===== src/hw/lsu_pkg.sv =====
package lsu_pkg;

    localparam int data_w = 32;
    // word address bits of the 1 KiB data RAM
    localparam int ram_aw = 8;
    localparam int reg_aw = 5;

    typedef enum logic [3:0] {
        op_none = 4'd0,
        op_lw   = 4'd1,
        op_lh   = 4'd2,
        op_lhu  = 4'd3,
        op_lb   = 4'd4,
        op_lbu  = 4'd5,
        op_lwl  = 4'd6,
        op_lwr  = 4'd7,
        op_sw   = 4'd8,
        op_sh   = 4'd9,
        op_sb   = 4'd10
    } mem_op_e;

    // MIPS address error codes
    typedef enum logic [4:0] {
        exc_adel = 5'd4,
        exc_ades = 5'd5
    } excode_e;

endpackage


===== src/hw/lsu_stage_if.sv =====
`timescale 1ns/1ps

interface lsu_stage_if;

    logic                          valid;
    logic                          allowin;
    lsu_pkg::mem_op_e              op;
    logic [lsu_pkg::data_w-1:0]    addr;
    logic [lsu_pkg::data_w-1:0]    rt_value;
    logic [lsu_pkg::reg_aw-1:0]    dest;
    logic                          ex;
    lsu_pkg::excode_e              excode;
    // only meaningful from the align stage on
    logic [lsu_pkg::data_w-1:0]    result;

    modport src (
        output valid, op, addr, rt_value, dest, ex, excode, result,
        input  allowin
    );

    modport dst (
        input  valid, op, addr, rt_value, dest, ex, excode, result,
        output allowin
    );

endinterface


===== src/hw/wb_commit.sv =====
`timescale 1ns/1ps

module wb_commit (
    input  logic                          clk,
    input  logic                          arst_n,
    lsu_stage_if.dst                      up,
    input  logic                          res_allowin,
    output logic                          res_valid,
    output logic                          res_we,
    output logic [lsu_pkg::reg_aw-1:0]    res_dest,
    output logic [lsu_pkg::data_w-1:0]    res_data,
    output logic                          exc_valid,
    output lsu_pkg::excode_e              exc_code,
    output logic [lsu_pkg::data_w-1:0]    exc_badvaddr,
    output logic                          flush,
    output logic                          exc_here
);

    logic                         valid;
    lsu_pkg::mem_op_e             r_op;
    logic [lsu_pkg::reg_aw-1:0]   r_dest;
    logic                         r_ex;
    lsu_pkg::excode_e             r_excode;
    logic [lsu_pkg::data_w-1:0]   r_result;

    assign up.allowin = !valid || res_allowin;

    always_ff @(posedge clk or negedge arst_n) begin
        if (!arst_n) begin
            valid <= 1'b0;
        end else if (flush) begin
            valid <= 1'b0;
        end else if (up.allowin) begin
            valid <= up.valid;
        end
    end

    always_ff @(posedge clk) begin
        if (up.valid && up.allowin) begin
            r_op     <= up.op;
            r_dest   <= up.dest;
            r_ex     <= up.ex;
            r_excode <= up.excode;
            r_result <= up.result;
        end
    end

    assign exc_here = valid && r_ex;
    // fault retires this cycle, so drop everything younger
    assign flush    = exc_here && res_allowin;

    assign res_valid    = valid && !r_ex;
    assign res_we       = !(r_op inside {lsu_pkg::op_sw, lsu_pkg::op_sh, lsu_pkg::op_sb});
    assign res_dest     = r_dest;
    assign res_data     = r_result;

    assign exc_valid    = exc_here;
    assign exc_code     = r_excode;
    assign exc_badvaddr = r_result;

endmodule


===== src/flat_wrapper.sv =====
// flat-port wrapper written by rule: the top's interface ports become plain ports
module wb_commit_flat 
  (clk, arst_n, res_allowin, res_valid, res_we, res_dest, res_data, exc_valid, exc_code, exc_badvaddr, flush, exc_here, up_valid, up_op, up_addr, up_rt_value, up_dest, up_ex, up_excode, up_result, up_allowin);
  lsu_stage_if up_i ();
  input  logic clk;
  input  logic arst_n;
  input  logic res_allowin;
  output logic res_valid;
  output logic res_we;
  output logic [lsu_pkg::reg_aw-1:0] res_dest;
  output logic [lsu_pkg::data_w-1:0] res_data;
  output logic exc_valid;
  output lsu_pkg::excode_e exc_code;
  output logic [lsu_pkg::data_w-1:0] exc_badvaddr;
  output logic flush;
  output logic exc_here;
  input wire logic [$bits(up_i.valid)-1:0] up_valid;
  input wire logic [$bits(up_i.op)-1:0] up_op;
  input wire logic [$bits(up_i.addr)-1:0] up_addr;
  input wire logic [$bits(up_i.rt_value)-1:0] up_rt_value;
  input wire logic [$bits(up_i.dest)-1:0] up_dest;
  input wire logic [$bits(up_i.ex)-1:0] up_ex;
  input wire logic [$bits(up_i.excode)-1:0] up_excode;
  input wire logic [$bits(up_i.result)-1:0] up_result;
  output wire logic [$bits(up_i.allowin)-1:0] up_allowin;
  assign up_i.valid = up_valid;
  assign up_i.op = up_op;
  assign up_i.addr = up_addr;
  assign up_i.rt_value = up_rt_value;
  assign up_i.dest = up_dest;
  assign up_i.ex = up_ex;
  assign up_i.excode = up_excode;
  assign up_i.result = up_result;
  assign up_allowin = up_i.allowin;
  wb_commit u_core (.clk(clk), .arst_n(arst_n), .up(up_i), .res_allowin(res_allowin), .res_valid(res_valid), .res_we(res_we), .res_dest(res_dest), .res_data(res_data), .exc_valid(exc_valid), .exc_code(exc_code), .exc_badvaddr(exc_badvaddr), .flush(flush), .exc_here(exc_here));
endmodule

===== config.mk =====
export PLATFORM = sky130hd
export DESIGN_NAME = wb_commit_flat
export DESIGN_NICKNAME = d
export VERILOG_FILES = /design/src/hw/lsu_pkg.sv /design/src/hw/lsu_stage_if.sv /design/src/hw/wb_commit.sv /design/src/flat_wrapper.sv
export SDC_FILE = /design/constraint.sdc
export NUM_CORES = 1
export LEC_CHECK = 0
export BUFFER_PORTS_ARGS = -buffer_cell sky130_fd_sc_hd__clkbuf_2
export CAP_MARGIN = 5
export CORE_ASPECT_RATIO = 0.75
export CORE_MARGIN = 10
export CORE_UTILIZATION = 36
export DETAILED_ROUTE_END_ITERATION = 12
export PLACE_DENSITY = 0.82
export SYNTH_ARGS = -nofsm -noshare
export SYNTH_HDL_FRONTEND = slang
export SYNTH_SLANG_ARGS = --single-unit

===== constraint.sdc =====
create_clock -name clk -period 2.4 [get_ports clk]
set_input_delay 0.12 -clock clk [delete_from_list [all_inputs] [get_ports clk]]
set_output_delay 0.12 -clock clk [all_outputs]
set_load 0.02 [all_outputs]

### Word-level counts from Yosys, hierarchy flattened

Cells that the tools add are included.

* add/subtract/negate cells: 0
* multiply operators: 0
* div/mod/pow operators: 0
* $lt $le $gt $ge: 0
* equality and inequality tests: 3
* shift-type cells: 0
* muxes and demuxes: 2
* bitwise operators: 0
* reduce and logical (&&, ||, !) cells: 10

Operators by type and width (number)
* $eq A4 B4 Y1 const B: 3
* $logic_and A1 B1 Y1: 4
* $logic_not A1 Y1: 3
* $reduce_bool A3 Y1: 1
* $mux W1: 2
* $reduce_bool A2 Y1: 1
* $logic_or A1 B1 Y1: 1

* register bits: 48
* bits in latches: 0
* memory bits (writable): 0
* ROM bits: 0
* bits of input ports: 115
* output and inout bits: 80
* logic and storage cells: 21
* memories kept: 0

### Longest topological paths before layout

Gate-level depths: netlist (run 1).

* depth after elaboration: 4
* mapped depth: 2
* gate-level depth less buffers: 2

### Worst setup path before layout (run 1)

Ideal clock, no wire load.

* kind: reg-to-reg
* from: reg u_core.valid
* to: reg u_core.r_result (netlist bit u_core.exc_badvaddr[0]) (enable)
* setup time: 0.365 ns
* arrival: 0.972 ns
* required time: 2.035 ns
* slack: 1.063 ns
* stages on the path, launching flop included: 3
* buffers on the path: 0
* period minus slack after synthesis: 1.337 ns
* path through: dfrtp_1 > nand2b_4 > and2_4

* word-level cells in the longest chain between the ends: 3

Ends and longest elaborated chain
* start, declared: RTL line wb_commit.sv:19 `logic valid;`
* start signal, assigned: RTL line wb_commit.sv:34 `valid <= up.valid;`
* $logic_not A1 Y1: RTL line wb_commit.sv:26 `assign up.allowin = !valid || res_allowin;`
* $logic_or A1 B1 Y1: RTL line wb_commit.sv:26
* via up_allowin: RTL line flat_wrapper.sv:25 `output wire logic [$bits(up_i.allowin)-1:0] up_allowin;`
* $logic_and A1 B1 Y1: RTL line wb_commit.sv:39 `if (up.valid && up.allowin) begin`
* end signal, assigned: RTL line wb_commit.sv:44 `r_result <= up.result;`
* end, declared: RTL line wb_commit.sv:24 `logic [lsu_pkg::data_w-1:0] r_result;`

The timed path passes the listed nets, and every way through them passes these cells.
A chain may end at the register's enable or synchronous reset.

### Worst setup path after layout (run 1)

* from: reg u_core.valid
* to: reg u_core.r_result (netlist bit u_core.exc_badvaddr[4]) (enable)

* word-level cells in the longest chain between the ends: 3

Ends and longest elaborated chain (RTL line)
* $logic_not A1 Y1: wb_commit.sv:26
* $logic_or A1 B1 Y1: wb_commit.sv:26
* $logic_and A1 B1 Y1: wb_commit.sv:39

No other way between the ends.

==> results.sh, run 1 <==
export IMPL_status="finished, final reports clean"
export IMPL_numCtsBuffers=5
export IMPL_setup_worst_path_class="reg2reg"
export IMPL_pwr_density_cell_mw_per_mm2=715
export IMPL_timing_final_setup_violations=0
export IMPL_total_leakage_power_nw=1.30
export IMPL_period_needed_ns=1.46
export IMPL_path_buf_inv=0
export IMPL_postSynthCellCount=90
export IMPL_dieArea_sq_mm=0.00808
export IMPL_final_period_utilization=0.608
export IMPL_regToRegStartpoint="u_core.valid"
export IMPL_synth_warning_count=0
export IMPL_insertion_delay_ns=0.29
export IMPL_drt_iter0_markers=39
export IMPL_synth_largest_type_area_fraction=0.806
export IMPL_fp_coreArea_sq_mm=0.00457
export IMPL_synth_sequential_area_ratio=0.820
export IMPL_detailedRoute_firstPassIterationCount=4
export IMPL_hpwlAfterDp_microns=3690
export IMPL_routedWlPerCell_microns=17.5
export IMPL_track_usage=0.126
export IMPL_dieHeight_microns=80.4
export IMPL_post_synth_main_area_contributors="sky130_fd_sc_hd__edfxtp_1 81%, sky130_fd_sc_hd__buf_4 14%, sky130_fd_sc_hd__dfrtp_1 1.4%"
export IMPL_start_util=0.383
export IMPL_num_vias=1272
export IMPL_regToRegEndpoint="u_core.exc_badvaddr[4]"
export IMPL_max_clock_freq_ghz=0.686
export IMPL_hp_class="in2reg"
export IMPL_startpoint_type="register"
export IMPL_worst_setup_path_end_kind="register"
export IMPL_grt_pass1_vias=1492
export IMPL_postSynthRegisterBits=48
export IMPL_root_buffer="sky130_fd_sc_hd__clkbuf_8"
export IMPL_synth_nets=205
export IMPL_unrepaired_setup_endpoints_after_global_routing="no"
export IMPL_worst_endpoint_required_ns=2.33
export IMPL_boundaryPins=195
export IMPL_drt_drc=0
export IMPL_cts_reportedPaths_clkPinSlew_ns=0.09
export IMPL_worstPathArrival_ns=1.39
export IMPL_grt_antenna_before_repair=0
export IMPL_drive_above_1_share=0.587
export IMPL_cts_resized=0
export IMPL_wirelength_microns=5220
export IMPL_finalWeightedCongestion=0.689
export IMPL_fillers=359
export IMPL_mappedNetlistArea_sq_mm=0.00175
export IMPL_setup_worst_path_end="u_core.exc_badvaddr[4]"
export IMPL_cp_max_fo=47
export IMPL_yosysTopAreaCell="sky130_fd_sc_hd__edfxtp_1"
export IMPL_fp_row_count=21
export IMPL_grt_ovfl_total=0
export IMPL_grt_pass1_wl_microns=7990
export IMPL_die_w_microns=101
export IMPL_area_growth_pct=61.8
export IMPL_syn_area_per_cell_sq_um=19.5
export IMPL_synthDistinctLibCells=11
export IMPL_cpMaxStageDelayCell="sky130_fd_sc_hd__and2_4"
export IMPL_clock_skew_final_ns=0.00689
export IMPL_path_depth=2
export IMPL_timing_slew_headroom=0.608
export IMPL_worstMarginPinSlew_ns=0.588
export IMPL_hold_viol=0
export IMPL_timing_setup_tns_ns=0
export IMPL_design_final_nets=356
export IMPL_timing_critical_path_max_delay_family="simple AND/OR/NAND/NOR gates"
export IMPL_max_clock_path_buffers=2
export IMPL_worst_r2r_path_depth=2
export IMPL_detail_route_antenna_nets=0
export IMPL_ant_cells=0
export IMPL_drt_vias_per_instance=4.25
export IMPL_critical_path_max_stage_delay_ns=0.54
export IMPL_timing_critical_path_cells="nand2b_4, and2_4"
export IMPL_timing_max_cap_violations=0
export IMPL_hold_slack_ns=0.0169
export IMPL_ir_drop_mv=0.551
export IMPL_critPathLaunch="u_core.valid"
export IMPL_finish_cell_count_without_fillers=299
export IMPL_h_tree_depth=2
export IMPL_placedCellCount=244
export IMPL_clock_tree_from_tritoncts="done"
export IMPL_report_final_slew_viol_count=0
export IMPL_ff2ff_setup_slack_ns=0.94
export IMPL_pin_count_of_the_biggest_net_entering_global_routing=48
export IMPL_buffer_ports_inserted=130
export IMPL_clock_sinks=48
cell usage in the layout, fill, tap and decap left out, types with 2 or more instances in the layout:
cell type,instances
sky130_fd_sc_hd__clkbuf_2,130
sky130_fd_sc_hd__dlygate4sd3_1,47
sky130_fd_sc_hd__edfxtp_1,47
sky130_fd_sc_hd__clkbuf_8,5
sky130_fd_sc_hd__and2_4,2
sky130_fd_sc_hd__bufinv_16,2
area by class of cell:
| class | count | area [sq um] | area share |
|---|---|---|---|
| clock buffers | 5 | 68.8 | 0.0243 |
| clock inverters | 3 | 68.8 | 0.0243 |
| inverters | 1 | 3.75 | 0.00132 |
| multi-input cells | 8 | 63.8 | 0.0225 |
| flip-flops and latches | 48 | 1440 | 0.507 |
| well taps | 57 | 71.3 | 0.0252 |
| repair buffers | 177 | 1120 | 0.396 |
synth_stat cells (all sizes together):
cell type / instances
edfxtp: 47
buf: 33
and2: 2
and3: 1
dfrtp: 1
inv: 1
nand2: 1
nand2b: 1
nand3b: 1
nor2b: 1
o21ai: 1
worst register-to-register path: stages, from the launching register on:
cell and delay [ns]:
sky130_fd_sc_hd__dfrtp_1 0.44, sky130_fd_sc_hd__nand2b_4 0.11, sky130_fd_sc_hd__and2_4 0.54
logic make-up after synthesis:
| family | after synthesis | synth area share |
|---|---|---|
| compound gates | 1 | 0.00500 |
| buf+inv | 34 | 0.144 |
| flops | 48 | 0.820 |
| simple gates | 7 | 0.0314 |
per-stage QoR:
stage          power [mW]  area [sq um]  setup slack (ns)   util
2_1_floorplan        1.21          1750              1.06      -
3_3_place_gp         1.29          2230             0.988  0.487
3_5_place_dp         1.30          2230             0.958  0.487
4_1_cts              2.03          2770             0.946  0.607
5_1_grt              2.11          2830             0.863  0.620
6_report             2.03          2830             0.942  0.620
worst min-delay path by stage:
stage	from	to	slack, ns	cells past startpoint
2_1_floorplan	arst_n	u_core.valid	-0.18	0
3_3_place_gp	arst_n	u_core.valid	-0.10	1
3_5_place_dp	arst_n	u_core.valid	-0.1	1
4_1_cts	up_result[21]	u_core.exc_badvaddr[21]	0.0006	1
5_1_grt	up_result[8]	u_core.exc_badvaddr[8]	0.008	1
6_report	up_result[8]	u_core.exc_badvaddr[8]	0.02	1
state kept, by name, indices dropped and copies added (netlist names):
signal               flops
u_core.r_ex              1
u_core.valid             1
u_core.exc_code          5
u_core.r_op              4
u_core.exc_badvaddr     32
u_core.res_dest          5
repair_timing:
action                    CTS  global route
buffers inserted            0             0
hold buffers               41             6
hold endpoints to repair   41             6
routing by layer:
metal	global-route usage	wire, microns
met4	0.0296	29
met2	0.199	2510
met5	0	0
met3	0.101	955
met1	0.128	1730
where the power goes:
group | total (mW) | switching (mW) | internal [mW]
Combinational | 0.329 | 0.192 | 0.137
Sequential | 1.01 | 0.0248 | 0.985
Clock | 0.687 | 0.268 | 0.419
Note: power is estimated with default switching activity, not from simulation.
==> run 2, diff against run 1 <==
CORE_UTILIZATION = 30   (was 36)
PLACE_DENSITY = 0.73   (was 0.82)
clock period = 1.2 ns   (was 2.4 ns; I/O delays follow)
==> results.sh, run 2 (synthesis gave the netlist of run 1 again) <==
export IMPL_routedWlPerCell_microns=14.7
export IMPL_track_usage=0.0987
export IMPL_wirelength_microns=4750
export IMPL_insertion_delay_ns=0.29
export IMPL_finish_cell_count_without_fillers=324
export IMPL_timing_slew_headroom=0.895
export IMPL_timing_max_cap_violations=0
export IMPL_report_final_slew_viol_count=0
export IMPL_die_w_microns=108
export IMPL_fp_coreArea_sq_mm=0.00574
export IMPL_fillers=501
export IMPL_setup_worst_path_class="reg2reg"
export IMPL_period_needed_ns=1.17
export IMPL_timing_final_setup_violations=0
export IMPL_final_period_utilization=0.978
export IMPL_ir_drop_mv=0.585
export IMPL_area_growth_pct=63.0
export IMPL_max_clock_freq_ghz=0.852
export IMPL_most_common_layout_cells="130 x sky130_fd_sc_hd__clkbuf_2, 48 x sky130_fd_sc_hd__dlygate4sd3_1, 47 x sky130_fd_sc_hd__edfxtp_1"
export IMPL_cts_setup_buffers=0
export IMPL_grt_pass1_wl_microns=7390
export IMPL_hold_viol=0
export IMPL_total_leakage_power_nw=1.30
export IMPL_final_setup_worst_slack_ns=0.0259
export IMPL_numCtsBuffers=5
export IMPL_place_area_sq_mm=0.00229
export IMPL_start_util=0.305
export IMPL_placement_setup_worst_slack_ns=0.0355
export IMPL_cts_resized=0
export IMPL_max_clock_path_buffers=2
export IMPL_detailedRoute_firstPassIterationCount=3
export IMPL_hpwlAfterDp_microns=3560
export IMPL_buffer_ports_inserted=130
export IMPL_placedCellCount=267
export IMPL_pwr_density_cell_mw_per_mm2=1250
export IMPL_status="finished, final reports clean"
export IMPL_worstPathArrival_ns=1.17
export IMPL_unrepaired_setup_endpoints_after_global_routing="yes"
export IMPL_multiInputGateArea_sq_um=63.8
export IMPL_number_of_flip_flops_in_the_largest_register=32
export IMPL_clock_skew_final_ns=0.00457
export IMPL_dieArea_sq_mm=0.00933
export IMPL_hold_slack_ns=0.00812
export IMPL_final_area_sq_mm=0.00286
export IMPL_startpoint_type="register"
export IMPL_root_buffer="sky130_fd_sc_hd__clkbuf_8"
export IMPL_grt_antenna_before_repair=0
export IMPL_grt_pass1_vias=1441
export IMPL_final_seq_area_sq_mm=0.00144
export IMPL_cp_max_fo=24
export IMPL_detail_route_antenna_nets=0
export IMPL_hp_class="in2reg"
export IMPL_clock_sinks=48
export IMPL_finalWeightedCongestion=0.750
export IMPL_worst_endpoint_required_ns=1.19
export IMPL_drt_iter0_markers=16
export IMPL_drt_drc=0
export IMPL_cts_reportedPaths_clkPinSlew_ns=0.08
export IMPL_boundaryPins=195
export IMPL_layout_commonest_cell="sky130_fd_sc_hd__clkbuf_2"
export IMPL_grt_ovfl_total=0
export IMPL_drive_above_1_share=0.576
export IMPL_num_vias=1238
export IMPL_drt_vias_per_instance=3.82
export IMPL_fp_row_count=24
export IMPL_overall_power_after_layout_mw=3.58
export IMPL_timing_setup_tns_ns=0
export IMPL_worstMarginPinSlew_ns=0.158
export IMPL_design_final_nets=359
export IMPL_clock_tree_from_tritoncts="done"
export IMPL_h_tree_depth=2
export IMPL_finish_utilization=0.498
export IMPL_pin_count_of_the_biggest_net_entering_global_routing=25
export IMPL_dieHeight_microns=86.2
export IMPL_worst_setup_path_end_kind="register"
[run 2: metal layers]
layer,wire (microns),GRT usage,up-vias
li1,-,-,598
met1,1510,0.0915,564
met2,2430,0.171,74
met3,803,0.0682,2
met4,17,0.0303,0
met5,0,0,-
[run 2: worst max-delay path, cell delays in order (launching register included)]
cell	delay, ns
sky130_fd_sc_hd__dfrtp_1	0.43
sky130_fd_sc_hd__nand2b_4	0.10
sky130_fd_sc_hd__and2_4	0.17
sky130_fd_sc_hd__buf_12	0.17
[run 2: timing repair]
action,CTS,global route
hold buffers,48,0
setup endpoints to repair,0,32
endpoints found under the hold margin,48,0
[run 2: final timing paths]
| check | depth (start not counted) | slack (ns) | endpoint | start |
|---|---|---|---|---|
| min | 3 | 0.008 | u_core.valid | up_valid |
| min reg2reg | 2 | 0.58 | u_core.valid | u_core.valid |
| min in group asynchronous | 2 | 0.07 | u_core.valid | arst_n |
| max | 3 | 0.03 | u_core.exc_badvaddr[19] | u_core.valid |
| max reg2reg | 3 | 0.03 | u_core.exc_badvaddr[19] | u_core.valid |
| max in group asynchronous | 2 | 1.04 | u_core.valid | arst_n |
[run 2: area by class of cell]
cell class	instances	area share
multi-input combinational	8	0.0223
tap	78	0.0342
sequential	48	0.503
clock buffer	7	0.0267
inverter	1	0.00131
timing repair buffer	180	0.410
antenna	1	0.000876
clock inverter	1	0.00131
[run 2: power by group]
part	total (mW)	internal [mW]	switching (mW)
sequential	2.01	1.97	0.0450
combinational	0.675	0.297	0.378
clock	0.894	0.406	0.487
total	3.58	2.67	0.910
