<file path="config.mk">
export PLATFORM = sky130hd
export DESIGN_NAME = mem_issue_flat
export DESIGN_NICKNAME = d
export VERILOG_FILES = /design/src/hw/lsu_pkg.sv /design/src/hw/lsu_stage_if.sv /design/src/hw/mem_issue.sv /design/src/flat_wrapper.sv
export SDC_FILE = /design/constraint.sdc
export NUM_CORES = 1
export LEC_CHECK = 0
export ABC_AREA = 1
export BUFFER_PORTS_ARGS = -buffer_cell sky130_fd_sc_hd__buf_4
export CAP_MARGIN = 0
export CORE_MARGIN = 8
export CORE_UTILIZATION = 39
export CTS_CLUSTER_DIAMETER = 40
export DETAILED_ROUTE_END_ITERATION = 8
export GPL_ROUTABILITY_DRIVEN = 0
export GPL_TIMING_DRIVEN = 0
export PLACE_DENSITY = 0.84
export SLEW_MARGIN = 20
export SYNTH_ARGS = -nofsm -noshare
export SYNTH_HDL_FRONTEND = slang
export SYNTH_SLANG_ARGS = --single-unit
export TNS_END_PERCENT = 10
</file>
<file path="constraint.sdc">
create_clock -name clk -period 6.5 [get_ports clk]
set_input_delay 1.3 -clock clk [delete_from_list [all_inputs] [get_ports clk]]
set_output_delay 1.3 -clock clk [all_outputs]
set_load 0.02 [all_outputs]
</file>
<file path="src/hw/lsu_pkg.sv">
package lsu_pkg;

    localparam int data_w = 32;
    // word address bits of the 1 KiB data RAM
    localparam int ram_aw = 8;
    localparam int reg_aw = 5;

    typedef enum logic [3:0] {
        op_none = 4'd0,
        op_lw   = 4'd1,
        op_lh   = 4'd2,
        op_lhu  = 4'd3,
        op_lb   = 4'd4,
        op_lbu  = 4'd5,
        op_lwl  = 4'd6,
        op_lwr  = 4'd7,
        op_sw   = 4'd8,
        op_sh   = 4'd9,
        op_sb   = 4'd10
    } mem_op_e;

    // MIPS address error codes
    typedef enum logic [4:0] {
        exc_adel = 5'd4,
        exc_ades = 5'd5
    } excode_e;

endpackage

</file>
<file path="src/hw/lsu_stage_if.sv">
`timescale 1ns/1ps

interface lsu_stage_if;

    logic                          valid;
    logic                          allowin;
    lsu_pkg::mem_op_e              op;
    logic [lsu_pkg::data_w-1:0]    addr;
    logic [lsu_pkg::data_w-1:0]    rt_value;
    logic [lsu_pkg::reg_aw-1:0]    dest;
    logic                          ex;
    lsu_pkg::excode_e              excode;
    // only meaningful from the align stage on
    logic [lsu_pkg::data_w-1:0]    result;

    modport src (
        output valid, op, addr, rt_value, dest, ex, excode, result,
        input  allowin
    );

    modport dst (
        input  valid, op, addr, rt_value, dest, ex, excode, result,
        output allowin
    );

endinterface

</file>
<file path="src/hw/mem_issue.sv">
`timescale 1ns/1ps

module mem_issue (
    input  logic                          clk,
    input  logic                          arst_n,
    input  logic                          in_valid,
    input  lsu_pkg::mem_op_e              in_op,
    input  logic [lsu_pkg::data_w-1:0]    in_addr,
    input  logic [lsu_pkg::data_w-1:0]    in_store_data,
    input  logic [lsu_pkg::data_w-1:0]    in_rt_value,
    input  logic [lsu_pkg::reg_aw-1:0]    in_dest,
    output logic                          in_allowin,
    input  logic                          flush,
    input  logic                          exc_below,
    output logic                          ram_en,
    output logic [3:0]                    ram_we,
    output logic [lsu_pkg::ram_aw-1:0]    ram_addr,
    output logic [lsu_pkg::data_w-1:0]    ram_wdata,
    lsu_stage_if.src                      down
);

    logic                         valid;
    lsu_pkg::mem_op_e             r_op;
    logic [lsu_pkg::data_w-1:0]   r_addr;
    logic [lsu_pkg::data_w-1:0]   r_store_data;
    logic [lsu_pkg::data_w-1:0]   r_rt_value;
    logic [lsu_pkg::reg_aw-1:0]   r_dest;
    logic                         ex;
    lsu_pkg::excode_e             excode;
    logic [3:0]                   byte_en;
    logic                         to_down;

    assign in_allowin = !valid || down.allowin;
    assign to_down    = valid && down.allowin;

    always_ff @(posedge clk or negedge arst_n) begin
        if (!arst_n) begin
            valid <= 1'b0;
        end else if (flush) begin
            valid <= 1'b0;
        end else if (in_allowin) begin
            valid <= in_valid;
        end
    end

    always_ff @(posedge clk) begin
        if (in_valid && in_allowin) begin
            r_op         <= in_op;
            r_addr       <= in_addr;
            r_store_data <= in_store_data;
            r_rt_value   <= in_rt_value;
            r_dest       <= in_dest;
        end
    end

    // alignment check and store lane enables
    always_comb begin
        ex      = 1'b0;
        excode  = lsu_pkg::exc_adel;
        byte_en = 4'b0000;
        case (r_op)
            lsu_pkg::op_lw:  ex = (r_addr[1:0] != 2'b00);
            lsu_pkg::op_lh,
            lsu_pkg::op_lhu: ex = r_addr[0];
            lsu_pkg::op_sw: begin
                ex      = (r_addr[1:0] != 2'b00);
                excode  = lsu_pkg::exc_ades;
                byte_en = 4'b1111;
            end
            lsu_pkg::op_sh: begin
                ex      = r_addr[0];
                excode  = lsu_pkg::exc_ades;
                byte_en = r_addr[1] ? 4'b1100 : 4'b0011;
            end
            lsu_pkg::op_sb:  byte_en = 4'b0001 << r_addr[1:0];
            default: ;
        endcase
    end

    // request only for the instruction actually leaving, never under a fault
    assign ram_en   = to_down && !ex && !exc_below && (r_op != lsu_pkg::op_none);
    assign ram_we   = ram_en ? byte_en : 4'b0000;
    assign ram_addr = r_addr[lsu_pkg::ram_aw+1:2];

    always_comb begin
        case (r_op)
            lsu_pkg::op_sh: ram_wdata = {16'h0000, r_store_data[15:0]} << {r_addr[1:0], 3'b000};
            lsu_pkg::op_sb: ram_wdata = {24'h000000, r_store_data[7:0]} << {r_addr[1:0], 3'b000};
            default:        ram_wdata = r_store_data;
        endcase
    end

    assign down.valid    = valid;
    assign down.op       = r_op;
    assign down.addr     = r_addr;
    assign down.rt_value = r_rt_value;
    assign down.dest     = r_dest;
    assign down.ex       = ex;
    assign down.excode   = excode;
    // address value is the pass-through result
    assign down.result   = r_addr;

endmodule

</file>
<file path="src/flat_wrapper.sv">
// flat-port wrapper written by rule: the top's interface ports become plain ports
module mem_issue_flat 
  (clk, arst_n, in_valid, in_op, in_addr, in_store_data, in_rt_value, in_dest, in_allowin, flush, exc_below, ram_en, ram_we, ram_addr, ram_wdata, down_valid, down_op, down_addr, down_rt_value, down_dest, down_ex, down_excode, down_result, down_allowin);
  lsu_stage_if down_i ();
  input  logic clk;
  input  logic arst_n;
  input  logic in_valid;
  input  lsu_pkg::mem_op_e in_op;
  input  logic [lsu_pkg::data_w-1:0] in_addr;
  input  logic [lsu_pkg::data_w-1:0] in_store_data;
  input  logic [lsu_pkg::data_w-1:0] in_rt_value;
  input  logic [lsu_pkg::reg_aw-1:0] in_dest;
  output logic in_allowin;
  input  logic flush;
  input  logic exc_below;
  output logic ram_en;
  output logic [3:0] ram_we;
  output logic [lsu_pkg::ram_aw-1:0] ram_addr;
  output logic [lsu_pkg::data_w-1:0] ram_wdata;
  output wire logic [$bits(down_i.valid)-1:0] down_valid;
  output wire logic [$bits(down_i.op)-1:0] down_op;
  output wire logic [$bits(down_i.addr)-1:0] down_addr;
  output wire logic [$bits(down_i.rt_value)-1:0] down_rt_value;
  output wire logic [$bits(down_i.dest)-1:0] down_dest;
  output wire logic [$bits(down_i.ex)-1:0] down_ex;
  output wire logic [$bits(down_i.excode)-1:0] down_excode;
  output wire logic [$bits(down_i.result)-1:0] down_result;
  input wire logic [$bits(down_i.allowin)-1:0] down_allowin;
  assign down_valid = down_i.valid;
  assign down_op = down_i.op;
  assign down_addr = down_i.addr;
  assign down_rt_value = down_i.rt_value;
  assign down_dest = down_i.dest;
  assign down_ex = down_i.ex;
  assign down_excode = down_i.excode;
  assign down_result = down_i.result;
  assign down_i.allowin = down_allowin;
  mem_issue u_core (.clk(clk), .arst_n(arst_n), .in_valid(in_valid), .in_op(in_op), .in_addr(in_addr), .in_store_data(in_store_data), .in_rt_value(in_rt_value), .in_dest(in_dest), .in_allowin(in_allowin), .flush(flush), .exc_below(exc_below), .ram_en(ram_en), .ram_we(ram_we), .ram_addr(ram_addr), .ram_wdata(ram_wdata), .down(down_i));
endmodule
</file>
* After elaboration in Yosys (flattened, before gate mapping)
Cells that the tools add are included.
Widths: inputs -> output; s select.
** Word-level totals
- Flip-flop bits (word level) :: 106
- Input bits :: 111
- Word-level logic and storage cells :: 38
- Output and inout port bits :: 158
** Cells by class
- Shift-type cells :: 3
- Equal/unequal tests :: 6
- Mux-type cells :: 8
- Reductions and logical operators :: 15
** Operators by type and width (count)
- $pmux 32 s2 :: 1
- $shl 16x5->32 :: 1
- $shl 8x5->32 :: 1
- $eq 4x4->1 const B :: 3
- $pmux 4 s3 :: 1
- $eq 4x2->1 const B :: 2
- $mux 4 :: 2
- $logic_and 1x1->1 :: 5
- $eq 4x1->1 const B :: 1
- $reduce_bool 2->1 :: 2
- $reduce_bool 4->1 :: 1
- $reduce_or 2->1 :: 2
- $shl 1x2->4 const A :: 1
- $logic_not 1->1 :: 3
- $mux 1 :: 3
- $reduce_or 3->1 :: 1
- $pmux 1 s2 :: 1
- $logic_or 1x1->1 :: 1

* Logic depth before layout (Yosys ltp)
Gate-level depths: netlist (run 1).
- Depth after elaboration :: 8
- Mapped depth :: 9
- Mapped depth without buffers :: 8

* Worst setup path before layout (run 1)
OpenSTA, ideal clock, no wires.
- Path kind :: input-to-reg
- From :: in in_valid
- To :: reg u_core.r_addr (netlist bit u_core.down.addr[0]), enable pin
- Stages :: 2
- Data arrival time :: 6.407 ns
- Data required time :: 5.896 ns
- Library setup time :: 0.604 ns
- Slack :: -0.510 ns
- Path buffers :: 0
- Path through :: inv_1 > a21oi_1
** On the way
- Longest elaborated chain between the ends :: 1
** RTL lines
- start, declared :: line flat_wrapper.sv:7 : input logic in_valid;
- $logic_and 1x1->1 :: line mem_issue.sv:47 : if (in_valid && in_allowin) begin
- end signal, assigned :: line mem_issue.sv:49 : r_addr <= in_addr;
- end, declared :: line mem_issue.sv:24 : logic [lsu_pkg::data_w-1:0] r_addr;
No other way between the ends.
A chain may end at the register's enable or synchronous reset.

* Worst setup path after layout (run 1)
- From :: in down_allowin
- To :: out ram_we[1]
** On the way
- Longest elaborated chain between the ends :: 5
** RTL lines
- start, declared :: line flat_wrapper.sv:28 : input wire logic [$bits(down_i.allowin)-1:0] down_allowin;
- $logic_and 1x1->1 :: line mem_issue.sv:34 : assign to_down = valid && down.allowin;
- $logic_and 1x1->1 (3 in series) :: line mem_issue.sv:81 : assign ram_en = to_down && !ex && !exc_below && (r_op != lsu_pkg::op_none);
- $mux 4 :: line mem_issue.sv:82 : assign ram_we = ram_en ? byte_en : 4'b0000;
- end, declared :: line flat_wrapper.sv:17 : output logic [3:0] ram_we;
No other way between the ends.

==> out/qor.txt, run 1 <==
Hold Buf Count CTS - 0
drt first-iter violations - 211
Detail Placement HPWL - 11.9 mm
Reg area - 3180 um2
Worst VDD drop - 0.160 mV
vias in the first global route - 3816
Post-Synthesis Cells - 346
Final period util - 52.7%
syn avg cell area - 12.6 um2
Leak - 0.00324 uW
Cell Rows - 38
min cycle time layout - 3430 ps
cell class contributing the biggest share of worst-path delay - simple AND/OR/NAND/NOR gates
drt wl/cell - 18.6 um
global-route wire length before repair - 21.5 mm
pre-CTS WS - 3090 ps
RSZ-0062 raised after global routing - no
ant diodes - 0
Worst-path clk slew - 100 ps
WL final - 14.3 mm
Netlist cell types - 20
CP max stage delay - 170 ps
Max Slew Vio Count - 0
root buffer cell - clkbuf_8
final antenna-violating net count - 0
I/O Buffers - 264
leading area contributor after synthesis - edfxtp_1
TritonCTS clock tree - done
Worst EP required - 5200 ps
initial antenna violation count - 0
Slew HR - 55.5%
Synth top area share - 72.5%
Hold WC Path Type - reg -> reg
cell chain of the critical path - buf_4, nand2_1, nor2_1, nand2_1, inv_1, nand3_1, nor2_1, buf_4
latest clock arrival within the worst-skew pair - 370 ps
WS Path Type - in -> out
CTS H-tree depth - 3
P_sw - 434 uW
Starting Density - 40.1%
CTS resizes - 0
Worst Setup End Kind - primary output
final hold vios - 0
yosys warns - 0
Total Die Area - 14800 um2
largest net degree at the start of global routing - 29
core area - 10800 um2
Die Width - 122 um
final net count - 739
DR vias - 3513
I/O pins - 269
CP max stage cell - nand3_1
final setup fails - 0
Post-route DRC - 0
Num CTS Buffers - 9
clock power share - 27.2%
switching part of the total - 27.6%
status - completed
CTS max path bufs - 2
clock sink total - 106
Max Fclk - 0.292 GHz
setup ws final - 3070 ps
area of the multi-input gates - 756 um2
Logic pwr share - 20.6%
Startpoint Class - primary input
Post-CTS Setup Bufs - 0
Reg power frac - 52.2%
fillcell total - 876
internal power - 1140 uW
Worst Max-Slew Pin Slew - 665 ps
WP data arrival - 2130 ps
Via density - 4.55
part of the Yosys area used for sequential elements - 73.1%
P&R area growth vs syn - 57.6%
setup TNS - 0 ps
post-synthesis register bit count - 106
grt ovf - 0
GR Util All Layers - 19.1%
number of max-cap violations - 0
Pre-antenna DRT Iters - 4
layout cell share with drive strength beyond 1 - 54.6%
Buf/Inv on CP - 3
Power Dens Cells - 230 nW/um2
largest cells by area after synthesis - edfxtp_1, nand2_1, buf_4, nand3_1, a21boi_1
Clock Skew - 7.92 ps
Synth Cell Area - 4350 um2
Die Ht - 122 um
crit path max fanout - 5
## cell usage in the layout (no fill, tap or decap), types with 3 or more instances in the layout
cell	count
buf_4	310
nand2_1	124
edfxtp_1	105
nand3_1	17
inv_1	11
nor2_1	11
clkbuf_8	9
a21boi_1	8
inv_2	4
conb_1	4
buf_16	4
o21ai_1	3
inv_8	3
## worst min-delay path: stages, from the launching register on
cell and delay (ps):
dfrtp_1 450, nand2_1 120, a21oi_1 60
## path summary, 6_finish.rpt
path / startpoint / cells past startpoint / slack [ps] / to
setup / recovery: down_allowin / 8 / 3070 / ram_we[1]
hold / removal: u_core.down.valid / 2 / 650 / u_core.down.valid
max in group asynchronous: arst_n / 1 / 5740 / u_core.down.valid
min in group asynchronous: arst_n / 1 / 680 / u_core.down.valid
hold reg to reg: u_core.down.valid / 2 / 650 / u_core.down.valid
setup reg to reg: u_core.down.valid / 4 / 4670 / u_core.down.dest[2]
## registers in the layout, indices dropped and copies added (netlist names)
| register | count |
|---|---|
| u_core.down.rt_value | 32 |
| u_core.down.valid | 1 |
| u_core.down.op | 4 |
| u_core.down.dest | 5 |
| u_core.down.addr | 32 |
| u_core.r_store_data | 32 |
## area by class of cell
class / count / share of cell area, %
buffer: 50 / 5.40
clock buffer: 9 / 1.81
clock inverter: 6 / 1.19
inverter: 16 / 0.913
multi-input combinational: 176 / 11.0
sequential: 106 / 46.4
tap: 140 / 2.56
timing repair buffer: 269 / 30.7
## layer usage
metal / global-route usage (%) / vias up / share of wire, %
met5: 0 / - / 0
met4: 5.47 / 0 / 1.1
met3: 9.39 / 12 / 12
met2: 34.9 / 181 / 53
met1: 18.8 / 1641 / 33
li1: - / 1679 / -
## cell families after synthesis
logic type / after synthesis / share of synthesized area (%)
AOI/OAI and AO/OA: 14 / 2.07
buffers and inverters: 66 / 9.96
DFF: 106 / 73.1
other: 2 / 0.173
and+or+nand+nor: 158 / 14.7
## through the flow
stage               hold slack, ps  power (uW)  instances  utilization (%)  cell area (um2)
floorplan                      813         986        348                -             4360
global placement               588        1150        752             60.1             6520
detailed placement             632        1160        757             61.3             6650
CTS                            651        1600        772             63.2             6850
global route                   657        1630        772             63.2             6850
finish                         648        1570        772             63.2             6850
## cells in the mapped netlist, drive strengths merged
library cell,count
o21ai,4
nand3,17
nor2,15
edfxtp,105
dfrtp,1
a21oi,2
a21boi,8
buf,49
inv,16
conb,2
nand2,126
clkbuf,1
## power groups by stage
stage                     combinational [uW]  sequential [uW]  clock (uW)
after detailed placement                 328              837           0
after floorplan                          116              870           0
after CTS                                328              822         446
final                                    324              821         429
after global placement                   308              840           0
after global routing                     344              826         462
(Power assumes the default switching activity.)
==> inputs of run 2 (changes only) <==
==> constraint.sdc (replaced) <==
create_clock -name clk -period 2.8 [get_ports clk]
set_input_delay 0.56 -clock clk [delete_from_list [all_inputs] [get_ports clk]]
set_output_delay 0.56 -clock clk [all_outputs]
set_load 0.02 [all_outputs]
==> out/qor.txt, run 2 (synthesis results as in run 1) <==
status - completed
reg2reg setup slack - 840 ps (-3830 ps)
Detail Placement HPWL - 11.6 mm (-2.1%)
TritonCTS clock tree - done
drt wl/cell - 18.1 um (-2.5%)
Logic pwr share - 20.5% (about the same)
Max Fclk - 0.396 GHz
layout cell share with drive strength beyond 1 - 54.1% (-0.49 points)
CTS max path bufs - 2 (unchanged)
WS Path Type - reg -> out
most frequent cells in the layout - buf_4, nand2_1, edfxtp_1, nand3_1
global-route wire length before repair - 20.7 mm (-3.6%)
Pre-antenna DRT Iters - 4 (unchanged)
Hold WC Path Type - in -> reg
RSZ-0062 raised after global routing - no
crit path max fanout - 10 (+5)
Total Die Area - 14800 um2 (unchanged)
Post-route DRC - 0 (unchanged)
number of max-cap violations - 0 (unchanged)
clock power share - 27.5% (+0.3 points)
drt first-iter violations - 236 (+12%)
WL final - 14.0 mm (-2.3%)
vias in the first global route - 3829 (+0.34%)
P&R area growth vs syn - 58.0%
Worst Setup End Kind - primary output
Clock Skew - 16.9 ps (+8.95 ps)
root buffer cell - clkbuf_8
non-filler cells, final - 774 (+0.26%)
Worst VDD drop - 0.329 mV (+110%)
Placed Cells - 757 (unchanged)
min cycle time layout - 2530 ps
I/O pins - 269 (unchanged)
Worst EP required - 2240 ps (-2960 ps)
Num CTS Buffers - 9 (unchanged)
Design Power - 3670 uW (+130%)
Starting Density - 40.1% (unchanged)
final antenna-violating net count - 0 (unchanged)
Slew HR - 61.0% (+5.5 points)
latest clock arrival within the worst-skew pair - 360 ps (about the same)
Max Slew Vio Count - 0 (unchanged)
commonest non-fill, non-tap cell in the layout - buf_4
CTS H-tree depth - 3 (unchanged)
Die Width - 122 um (unchanged)
clock sink total - 106 (unchanged)
final hold vios - 0 (unchanged)
final net count - 740 (+0.14%)
Worst-path clk slew - 100 ps (about the same)
grt ovf - 0 (unchanged)
Hold Buf Count CTS - 1 (+1)
GR Util All Layers - 18.4% (-0.69 points)
initial antenna violation count - 0 (unchanged)
WHS - 333 ps (-315 ps)
Cell Rows - 38 (unchanged)
switching part of the total - 25.8% (-1.7 points)
Final period util - 90.3%
largest net degree at the start of global routing - 29 (unchanged)
Startpoint Class - flop
Worst Max-Slew Pin Slew - 583 ps (-82.6 ps)
P_sw - 948 uW (+120%)
final core utilization - 63.4% (+0.13 points)
core area - 10800 um2 (unchanged)
internal power - 2720 uW (+140%)
Die Ht - 122 um (unchanged)
Via density - 4.52 (-0.66%)
CTS resizes - 0 (unchanged)
Leak - 0.00325 uW (+0.12%)
Post-CTS Setup Bufs - 0 (unchanged)
DR vias - 3499 (-0.40%)
Reg power frac - 52.0% (-0.2 points)
I/O Buffers - 264 (unchanged)
ant diodes - 0 (unchanged)
WP data arrival - 1970 ps (-160 ps)
Power Dens Cells - 534 nW/um2 (+130%)
final setup fails - 0 (unchanged)
[run 2: cell types whose count changed in the layout (fill, tap and decap cells not counted)]
cell | previous run | this run
bufinv_16 | 1 | 2
clkbuf_1 | 1 | 3
clkinv_1 | 0 | 1
clkinv_2 | 0 | 1
dlygate4sd3_1 | 0 | 1
clkinv_4 | 1 | 0
inv_8 | 3 | 0
[run 2: through the flow]
stage | area, um2 | setup TNS (ps) | setup WS, ps
after floorplan | 4370 | 0 | 4.17
after global placement | 6520 | -70720 | -683
after detailed placement | 6650 | 0 | 560
after CTS | 6870 | 0 | 243
after global routing | 6870 | 0 | 108
final | 6870 | 0 | 272
[run 2: per-layer routing]
layer  wire [um]  track usage (%)  vias up  part of all wire [%]
met5           0                0        -                     0
met4         292             6.32        0                   2.1
met3        1590             8.93       16                    11
met2        7390             34.1      168                    53
met1        4740             17.3     1637                    34
li1            -                -     1678                     -
[run 2: power groups by stage]
stage                     clock network (uW)  registers (uW)  logic (uW)
final                                   1010            1910         751
after global routing                    1080            1920         797
after CTS                               1030            1910         760
after detailed placement                   0            1940         758
after global placement                     0            1950         711
after floorplan                            0            2020         271
[run 2: worst paths after layout]
check,start,to,cells past startpoint
max in group asynchronous,arst_n,u_core.down.valid,2
worst max register to register,u_core.down.valid,u_core.down.rt_value[11],5
worst max-delay path,u_core.down.addr[0],ram_wdata[19],7
min in group asynchronous,arst_n,u_core.down.valid,2
worst min-delay path,flush,u_core.down.valid,2
worst min register to register,u_core.down.valid,u_core.down.valid,2
[run 2: critical path: stages (launching register included)]
cell and delay [ps]:
edfxtp_1 490, inv_2 150, nor2_1 480, nand3_1 140, nand2_1 90, nand2_1 60, nand2_1 70, buf_4 140
[run 2: cell type report]
class | count | area, um2
Sequential cell | 106 | 3180
Inverter | 16 | 62.6
Clock buffer | 11 | 131
Clock inverter | 5 | 77.6
Fill cell | 813 | 3970
Multi-Input combinational cell | 176 | 756
Tap cell | 140 | 175
Timing Repair Buffer | 270 | 2120
Buffer | 50 | 370
